`src/uart_pkg.sv`:
```
`default_nettype none

package uart_pkg;

   // 8N1 framing, data width fixed here
   localparam int DATA_BITS = 8;

   typedef logic [DATA_BITS-1:0] byte_t;

   // oversampling tick position within one bit
   typedef logic [3:0] tick_cnt_t;

   // ticks from falling edge to start bit centre
   localparam tick_cnt_t START_TICKS = 4'd7;
   // last tick index of a full 16-tick bit
   localparam tick_cnt_t BIT_TICKS = 4'd15;

   typedef enum logic [1:0] {
      RX_IDLE,
      RX_START,
      RX_DATA,
      RX_STOP
   } rx_state_t;

   typedef enum logic [1:0] {
      TX_IDLE,
      TX_START,
      TX_DATA,
      TX_STOP
   } tx_state_t;

   // host receive channel
   typedef enum logic [1:0] {
      CTRL_IDLE,
      CTRL_OFFER,
      CTRL_RELEASE
   } ctrl_state_t;

endpackage

`default_nettype wire

```
`src/serial_byte_if.sv`:
```
`timescale 1ns/1ps
`default_nettype none

interface serial_byte_if ();

   // controller to transmitter
   uart_pkg::byte_t tx_data;
   logic            tx_start;
   // frame in progress
   logic            tx_busy;

   // receiver to controller
   uart_pkg::byte_t rx_data;
   logic            rx_done;
   logic            rx_frame_err;

   modport ctrl (
      output tx_data,
      output tx_start,
      input  tx_busy,
      input  rx_data,
      input  rx_done,
      input  rx_frame_err
   );

   modport tx (
      input  tx_data,
      input  tx_start,
      output tx_busy
   );

   modport rx (
      output rx_data,
      output rx_done,
      output rx_frame_err
   );

endinterface

`default_nettype wire

```
`src/baud_gen.sv`:
```
`timescale 1ns/1ps
`default_nettype none

module baud_gen #(
   parameter int CLKS_PER_TICK = 4
) (
   input  wire  clock,
   input  wire  reset,
   output logic tick
);

   // at least one bit even for a divide by one
   localparam int CNT_W = (CLKS_PER_TICK > 1) ? $clog2(CLKS_PER_TICK) : 1;
   localparam logic [CNT_W-1:0] LAST = CNT_W'(CLKS_PER_TICK - 1);

   logic [CNT_W-1:0] count;

   // free running divider, one-clock tick on wrap
   always_ff @(posedge clock) begin
      if (reset) begin
         count <= '0;
         tick  <= 1'b0;
      end else if (count == LAST) begin
         count <= '0;
         tick  <= 1'b1;
      end else begin
         count <= count + 1'b1;
         tick  <= 1'b0;
      end
   end

endmodule

`default_nettype wire

```
`src/uart_rx.sv`:
```
`timescale 1ns/1ps
`default_nettype none

module uart_rx (
   input  wire          clock,
   input  wire          reset,
   input  wire          rxd,
   input  wire          tick,
   serial_byte_if.rx    link
);

   uart_pkg::rx_state_t state;
   uart_pkg::tick_cnt_t tick_cnt;
   logic [2:0]          bit_cnt;
   uart_pkg::byte_t     rx_shift;

   // two-flop synchronizer, idles high like the line
   logic rxd_meta;
   logic rxd_sync;

   logic done_q;
   logic frame_err_q;

   always_ff @(posedge clock) begin
      if (reset) begin
         rxd_meta <= 1'b1;
         rxd_sync <= 1'b1;
      end else begin
         rxd_meta <= rxd;
         rxd_sync <= rxd_meta;
      end
   end

   always_ff @(posedge clock) begin
      if (reset) begin
         state       <= uart_pkg::RX_IDLE;
         tick_cnt    <= '0;
         bit_cnt     <= '0;
         done_q      <= 1'b0;
         frame_err_q <= 1'b0;
      end else begin
         // status outputs are single-cycle pulses
         done_q      <= 1'b0;
         frame_err_q <= 1'b0;
         case (state)
            uart_pkg::RX_IDLE: begin
               // falling edge, start counting towards mid start bit
               if (!rxd_sync) begin
                  tick_cnt <= '0;
                  state    <= uart_pkg::RX_START;
               end
            end
            uart_pkg::RX_START: begin
               if (tick) begin
                  if (tick_cnt == uart_pkg::START_TICKS) begin
                     tick_cnt <= '0;
                     bit_cnt  <= '0;
                     // glitch if line is back high at the centre
                     state    <= rxd_sync ? uart_pkg::RX_IDLE : uart_pkg::RX_DATA;
                  end else begin
                     tick_cnt <= tick_cnt + 1'b1;
                  end
               end
            end
            uart_pkg::RX_DATA: begin
               if (tick) begin
                  if (tick_cnt == uart_pkg::BIT_TICKS) begin
                     tick_cnt <= '0;
                     if (bit_cnt == 3'(uart_pkg::DATA_BITS - 1)) begin
                        state <= uart_pkg::RX_STOP;
                     end else begin
                        bit_cnt <= bit_cnt + 1'b1;
                     end
                  end else begin
                     tick_cnt <= tick_cnt + 1'b1;
                  end
               end
            end
            uart_pkg::RX_STOP: begin
               if (tick) begin
                  if (tick_cnt == uart_pkg::BIT_TICKS) begin
                     tick_cnt    <= '0;
                     state       <= uart_pkg::RX_IDLE;
                     // stop sample decides good byte or framing error
                     done_q      <= rxd_sync;
                     frame_err_q <= !rxd_sync;
                  end else begin
                     tick_cnt <= tick_cnt + 1'b1;
                  end
               end
            end
            default: state <= uart_pkg::RX_IDLE;
         endcase
      end
   end

   // lsb first, new bit enters at the top
   always_ff @(posedge clock) begin
      if (state == uart_pkg::RX_DATA && tick && tick_cnt == uart_pkg::BIT_TICKS) begin
         rx_shift <= {rxd_sync, rx_shift[uart_pkg::DATA_BITS-1:1]};
      end
   end

   assign link.rx_data      = rx_shift;
   assign link.rx_done      = done_q;
   assign link.rx_frame_err = frame_err_q;

endmodule

`default_nettype wire

```
`src/uart_tx.sv`:
```
`timescale 1ns/1ps
`default_nettype none

module uart_tx (
   input  wire          clock,
   input  wire          reset,
   input  wire          tick,
   output logic         txd,
   serial_byte_if.tx    link
);

   uart_pkg::tx_state_t state;
   uart_pkg::tick_cnt_t tick_cnt;
   logic [2:0]          bit_cnt;
   uart_pkg::byte_t     tx_shift;

   // line held high outside a frame
   always_ff @(posedge clock) begin
      if (reset) begin
         state    <= uart_pkg::TX_IDLE;
         tick_cnt <= '0;
         bit_cnt  <= '0;
         txd      <= 1'b1;
      end else begin
         case (state)
            uart_pkg::TX_IDLE: begin
               if (link.tx_start) begin
                  tick_cnt <= '0;
                  bit_cnt  <= '0;
                  state    <= uart_pkg::TX_START;
               end
            end
            uart_pkg::TX_START: begin
               if (tick) begin
                  // first tick after the launch opens the start bit
                  txd <= 1'b0;
                  if (tick_cnt == uart_pkg::BIT_TICKS) begin
                     tick_cnt <= '0;
                     state    <= uart_pkg::TX_DATA;
                  end else begin
                     tick_cnt <= tick_cnt + 1'b1;
                  end
               end
            end
            uart_pkg::TX_DATA: begin
               if (tick) begin
                  txd <= tx_shift[0];
                  if (tick_cnt == uart_pkg::BIT_TICKS) begin
                     tick_cnt <= '0;
                     if (bit_cnt == 3'(uart_pkg::DATA_BITS - 1)) begin
                        state <= uart_pkg::TX_STOP;
                     end else begin
                        bit_cnt <= bit_cnt + 1'b1;
                     end
                  end else begin
                     tick_cnt <= tick_cnt + 1'b1;
                  end
               end
            end
            uart_pkg::TX_STOP: begin
               if (tick) begin
                  txd <= 1'b1;
                  // last stop tick frees the transmitter
                  if (tick_cnt == uart_pkg::BIT_TICKS) begin
                     tick_cnt <= '0;
                     state    <= uart_pkg::TX_IDLE;
                  end else begin
                     tick_cnt <= tick_cnt + 1'b1;
                  end
               end
            end
            default: state <= uart_pkg::TX_IDLE;
         endcase
      end
   end

   // load on launch, shift right after each data bit
   always_ff @(posedge clock) begin
      if (state == uart_pkg::TX_IDLE && link.tx_start) begin
         tx_shift <= link.tx_data;
      end else if (state == uart_pkg::TX_DATA && tick && tick_cnt == uart_pkg::BIT_TICKS) begin
         tx_shift <= tx_shift >> 1;
      end
   end

   assign link.tx_busy = (state != uart_pkg::TX_IDLE);

endmodule

`default_nettype wire

```
`src/link_ctrl.sv`:
```
`timescale 1ns/1ps
`default_nettype none

module link_ctrl (
   input  wire              clock,
   input  wire              reset,
   input  wire              tx_req,
   output logic             tx_ack,
   input  wire uart_pkg::byte_t tx_data,
   output logic             rx_req,
   input  wire              rx_ack,
   output uart_pkg::byte_t  rx_data,
   output logic             frame_error,
   output logic             overrun,
   serial_byte_if.ctrl      link
);

   uart_pkg::ctrl_state_t rx_state;
   uart_pkg::byte_t       tx_hold;
   uart_pkg::byte_t       rx_buf;
   logic                  tx_start_q;
   logic                  launch;

   // new request, previous ack gone, transmitter free
   assign launch = tx_req && !tx_ack && !link.tx_busy;

   // transmit handshake
   always_ff @(posedge clock) begin
      if (reset) begin
         tx_ack     <= 1'b0;
         tx_start_q <= 1'b0;
      end else begin
         tx_start_q <= launch;
         if (launch) begin
            tx_ack <= 1'b1;
         end else if (tx_ack && !tx_req) begin
            tx_ack <= 1'b0;
         end
      end
   end

   // byte captured while host still holds it
   always_ff @(posedge clock) begin
      if (launch) begin
         tx_hold <= tx_data;
      end
   end

   assign link.tx_data  = tx_hold;
   assign link.tx_start = tx_start_q;

   // receive handshake and sticky flags
   always_ff @(posedge clock) begin
      if (reset) begin
         rx_state    <= uart_pkg::CTRL_IDLE;
         frame_error <= 1'b0;
         overrun     <= 1'b0;
      end else begin
         if (link.rx_frame_err) begin
            frame_error <= 1'b1;
         end
         // byte lands on a busy channel, dropped
         if (link.rx_done && rx_state != uart_pkg::CTRL_IDLE) begin
            overrun <= 1'b1;
         end
         case (rx_state)
            uart_pkg::CTRL_IDLE: begin
               if (link.rx_done) begin
                  rx_state <= uart_pkg::CTRL_OFFER;
               end
            end
            uart_pkg::CTRL_OFFER: begin
               if (rx_ack) begin
                  rx_state <= uart_pkg::CTRL_RELEASE;
               end
            end
            uart_pkg::CTRL_RELEASE: begin
               // wait for host to drop ack
               if (!rx_ack) begin
                  rx_state <= uart_pkg::CTRL_IDLE;
               end
            end
            default: rx_state <= uart_pkg::CTRL_IDLE;
         endcase
      end
   end

   // buffer only loads when the channel is free
   always_ff @(posedge clock) begin
      if (link.rx_done && rx_state == uart_pkg::CTRL_IDLE) begin
         rx_buf <= link.rx_data;
      end
   end

   assign rx_req  = (rx_state == uart_pkg::CTRL_OFFER);
   assign rx_data = rx_buf;

endmodule

`default_nettype wire

```
`src/uart_link.sv`:
```
`timescale 1ns/1ps
`default_nettype none

module uart_link #(
   parameter int CLKS_PER_TICK = 4
) (
   input  wire                  clock,
   input  wire                  reset,
   // serial line
   input  wire                  rxd,
   output wire                  txd,
   // host transmit channel
   input  wire                  tx_req,
   output wire                  tx_ack,
   input  wire uart_pkg::byte_t tx_data,
   // host receive channel
   output wire                  rx_req,
   input  wire                  rx_ack,
   output uart_pkg::byte_t      rx_data,
   // sticky status
   output wire                  frame_error,
   output wire                  overrun
);

   // shared 16x oversampling tick
   wire tick;

   serial_byte_if link_bus ();

   baud_gen #(
      .CLKS_PER_TICK (CLKS_PER_TICK)
   ) i_baud_gen (
      .clock (clock),
      .reset (reset),
      .tick  (tick)
   );

   uart_rx i_uart_rx (
      .clock (clock),
      .reset (reset),
      .rxd   (rxd),
      .tick  (tick),
      .link  (link_bus.rx)
   );

   uart_tx i_uart_tx (
      .clock (clock),
      .reset (reset),
      .tick  (tick),
      .txd   (txd),
      .link  (link_bus.tx)
   );

   link_ctrl i_link_ctrl (
      .clock       (clock),
      .reset       (reset),
      .tx_req      (tx_req),
      .tx_ack      (tx_ack),
      .tx_data     (tx_data),
      .rx_req      (rx_req),
      .rx_ack      (rx_ack),
      .rx_data     (rx_data),
      .frame_error (frame_error),
      .overrun     (overrun),
      .link        (link_bus.ctrl)
   );

endmodule

`default_nettype wire

```
`config.mk`:
```
export PLATFORM = sky130hd
export DESIGN_NAME = uart_link
export DESIGN_NICKNAME = d
export VERILOG_FILES = /design/src/uart_pkg.sv /design/src/serial_byte_if.sv /design/src/baud_gen.sv /design/src/uart_rx.sv /design/src/uart_tx.sv /design/src/link_ctrl.sv /design/src/uart_link.sv
export SDC_FILE = /design/constraint.sdc
export NUM_CORES = 1
export LEC_CHECK = 0
export ABC_AREA = 0
export BUFFER_PORTS_ARGS = -buffer_cell sky130_fd_sc_hd__buf_2
export CORE_MARGIN = 2
export CORE_UTILIZATION = 49
export CTS_CLUSTER_DIAMETER = 100
export DETAILED_ROUTE_END_ITERATION = 10
export PLACE_DENSITY_LB_ADDON = 0.08
export SLEW_MARGIN = 5
export SYNTH_ARGS = -nofsm -noshare
export SYNTH_HDL_FRONTEND = slang
export SYNTH_SLANG_ARGS = --single-unit
```
`constraint.sdc`:
```
create_clock -name clock -period 2.15 [get_ports clock]
set_input_delay 0.3225 -clock clock [delete_from_list [all_inputs] [get_ports clock]]
set_output_delay 0.3225 -clock clock [all_outputs]
set_load 0.005 [all_outputs]
```
==> impl_metrics.toml <==
[timing]
final-setup-viol-count = 0
fin_ws_ns = 0.419
finalSetupTns_ns = 0
maxSlewHeadroom_pct = 53.7
period_share_pct = 80.5
worst_slew_pin_slew_ns = 0.690
hold_viol_final = 0
slew_violations = 0
fin_skew_ns = 0.00714
fmax_mhz = 578
rsz0062_at_grt = "no"
fin_crit_ns = 1.73

[synthesis]
avgSynthCellArea_um2 = 12.4
synth-edff-count = 32
synthArstFlopShare_pct = 0
synth.cell_area_um2 = 2580
yosysSeqAreaShare_pct = 62.0
ys_types = 42
synthesis.nets = 234
synth-seq-cells = 64
synthFlopType = "edfxtp_1"
synth_warnings = 0
postSynthCellCount = 209

[global_route]
grt_pass1_vias = 1713
grt_max_degree = 28
antenna_found_initial = 0
overflow = 0
grt.total_usage_pct = 16.8
grt_pass1_wl_mm = 7.60

[drt]
drtPass1Iterations = 6
vias = 1657
wl_per_cell_um = 13.9
ant_nets = 0
drtIter0Drc = 67
drc = 0
routed_wl_mm = 4.42
via_per_inst = 5.23

[layout]
n_antenna_cell = 0
area_delta_synth_final_pct = 15.4
utilization_pct = 58.4
drive_above_1_share_pct = 24.3
nets = 267

[run_status]
status = "complete, no violations"

[clocking]
clk_pin_slew_ns = 0.07
postCtsSetupRepairBufs = 0
cts_hold_buf = 0
numCtsBuffers = 9
clock_path_buffers = 2
cts_resized = 0
cts-root-buf = "clkbuf_8"
insertion_delay_ns = 0.33
cts_max_level = 3
cts_tree = "done"
cts.sinks = 64

[floorplanning]
initial_core_util_pct = 50.6
dieWidth_um = 76.6
row_count = 26
dieArea_um2 = 5870
core_area_um2 = 5110
io_pins = 26
chipHeight_um = 76.6

[placement]
io_buffers = 25
place_ws_ns = 0.115
gp_congestion = 0.790
hpwl_mm = 3.10

[worst_setup_path]
path_max_fanout = 8
end_kind = "flop"
critPathArrivalTime_ns = 1.69
crit_type = "flop to flop"
crit_path_start_kind = "flop"
cp.required_ns = 2.11

[pwr]
peakVddDrop_uv = 550
power_density_nw_per_um2 = 938
total_leakage_power_nw = 1.15

[flow_run]
max_cap_viol_count = 0

[worst_hold_path]
hold_class = "input port to flop"
==> power by group <==
part           internal [mW]  switching (mW)  leakage, nW  total [mW]
Clock                  0.526           0.417       0.0884       0.943
Combinational          0.174           0.231        0.511       0.405
Sequential              1.40          0.0467        0.553        1.45
Total                   2.10           0.695         1.15        2.80
==> layout make-up <==
cell class / instances / area [µm²]
Fill cell: 444 / 2130
Sequential cell: 64 / 1600
Inverter: 6 / 22.5
Timing Repair Buffer: 30 / 163
Multi-Input combinational cell: 131 / 925
Clock buffer: 11 / 131
Clock inverter: 5 / 50.0
Tap cell: 70 / 87.6
==> layer usage <==
metal,wire length (µm),GRT usage (%)
met5,0,0
met4,90,9.82
met1,1860,17.4
met2,2290,29.2
met3,183,6.16
==> critical path, stage by stage, from the launching register on <==
cell and delay (ns):
dfxtp_1 0.37, ha_1 0.23, nand3_1 0.16, o21ai_1 0.60
==> sequential cells by signal, summed over array words and instances, names as in the netlist, 2 cells and up, named ones only <==
signal / cells
i_uart_tx.state: 2
i_uart_rx.tick_cnt: 4
i_uart_tx.tx_shift: 8
i_link_ctrl.rx_data: 8
i_uart_tx.bit_cnt: 3
i_baud_gen.count: 2
i_uart_rx.bit_cnt: 3
i_link_ctrl.link.tx_data: 8
i_uart_tx.tick_cnt: 4
i_link_ctrl.rx_state: 2
i_uart_rx.link.rx_data: 8
==> layout by cell type (no fill, tap or decap), types with 3 or more instances in the layout <==
master | netlist | routed
a21oi_1 | 12 | 12
and3_1 | 3 | 3
buf_2 | 3 | 25
buf_4 | 0 | 5
clkbuf_8 | 0 | 9
dfxtp_1 | 32 | 32
edfxtp_1 | 32 | 32
ha_1 | 12 | 12
inv_1 | 6 | 6
mux2_2 | 9 | 9
mux2i_1 | 5 | 5
nand2_1 | 15 | 15
nand3_1 | 3 | 3
nor2_1 | 15 | 15
nor2b_1 | 3 | 3
nor3_1 | 5 | 5
nor3b_1 | 5 | 5
o21ai_0 | 9 | 8
or2_2 | 4 | 4
==> kinds of logic after synthesis <==
logic type               after synthesis  share of synthesized area [%]
adder cells (fa/ha/maj)               12                           5.81
flip-flops                            64                           62.0
multiplexers                          14                           5.86
AO/OA/AOI/OAI                         36                           9.15
buffers and inverters                 14                           2.23
XOR/XNOR                               3                           1.02
AND/OR/NAND/NOR                       66                           13.9
==> stage by stage <==
stage          hold WS [ns]  std cells  total power, mW  area, µm²
2_1_floorplan         0.389        209             1.76       2580
6_report              0.161        317             2.80       2980
3_5_place_dp          0.402        301             1.88       2800
4_1_cts               0.145        317             2.83       2980
3_3_place_gp          0.394        301             1.86       2800
5_1_grt               0.138        317             2.94       2980
==> cells in the mapped netlist, types with 3 or more instances <==
library cell	n	area [µm²]
dfxtp_1	32	641
edfxtp_1	32	961
nand2_1	15	56.3
nor2_1	15	56.3
a21oi_1	12	60.1
ha_1	12	150
mux2_2	9	101
o21ai_0	9	45.0
inv_1	6	22.5
mux2i_1	5	50.1
nor3_1	5	25.0
nor3b_1	5	37.5
clkbuf_1	4	15.0
or2_2	4	25.0
and3_1	3	18.8
buf_2	3	15.0
nand3_1	3	15.0
nor2b_1	3	18.8
==> path summary, 6_finish.rpt <==
check | from | endpoint | slack [ns] | cells past startpoint
setup / recovery | i_uart_tx.tick_cnt[0]$_SDFFE_PP0P_ | i_uart_tx.tx_shift[1]$_DFFE_PP_ | 0.42 | 3
hold / removal | tx_data[6] | i_link_ctrl.link.tx_data[6]$_DFFE_PP_ | 0.16 | 1
setup reg to reg | i_uart_tx.tick_cnt[0]$_SDFFE_PP0P_ | i_uart_tx.tx_shift[1]$_DFFE_PP_ | 0.42 | 3
hold reg to reg | i_uart_rx.rxd_meta$_SDFF_PP1_ | i_uart_rx.rxd_sync$_SDFF_PP1_ | 0.42 | 1
(Power assumes the default switching activity.)
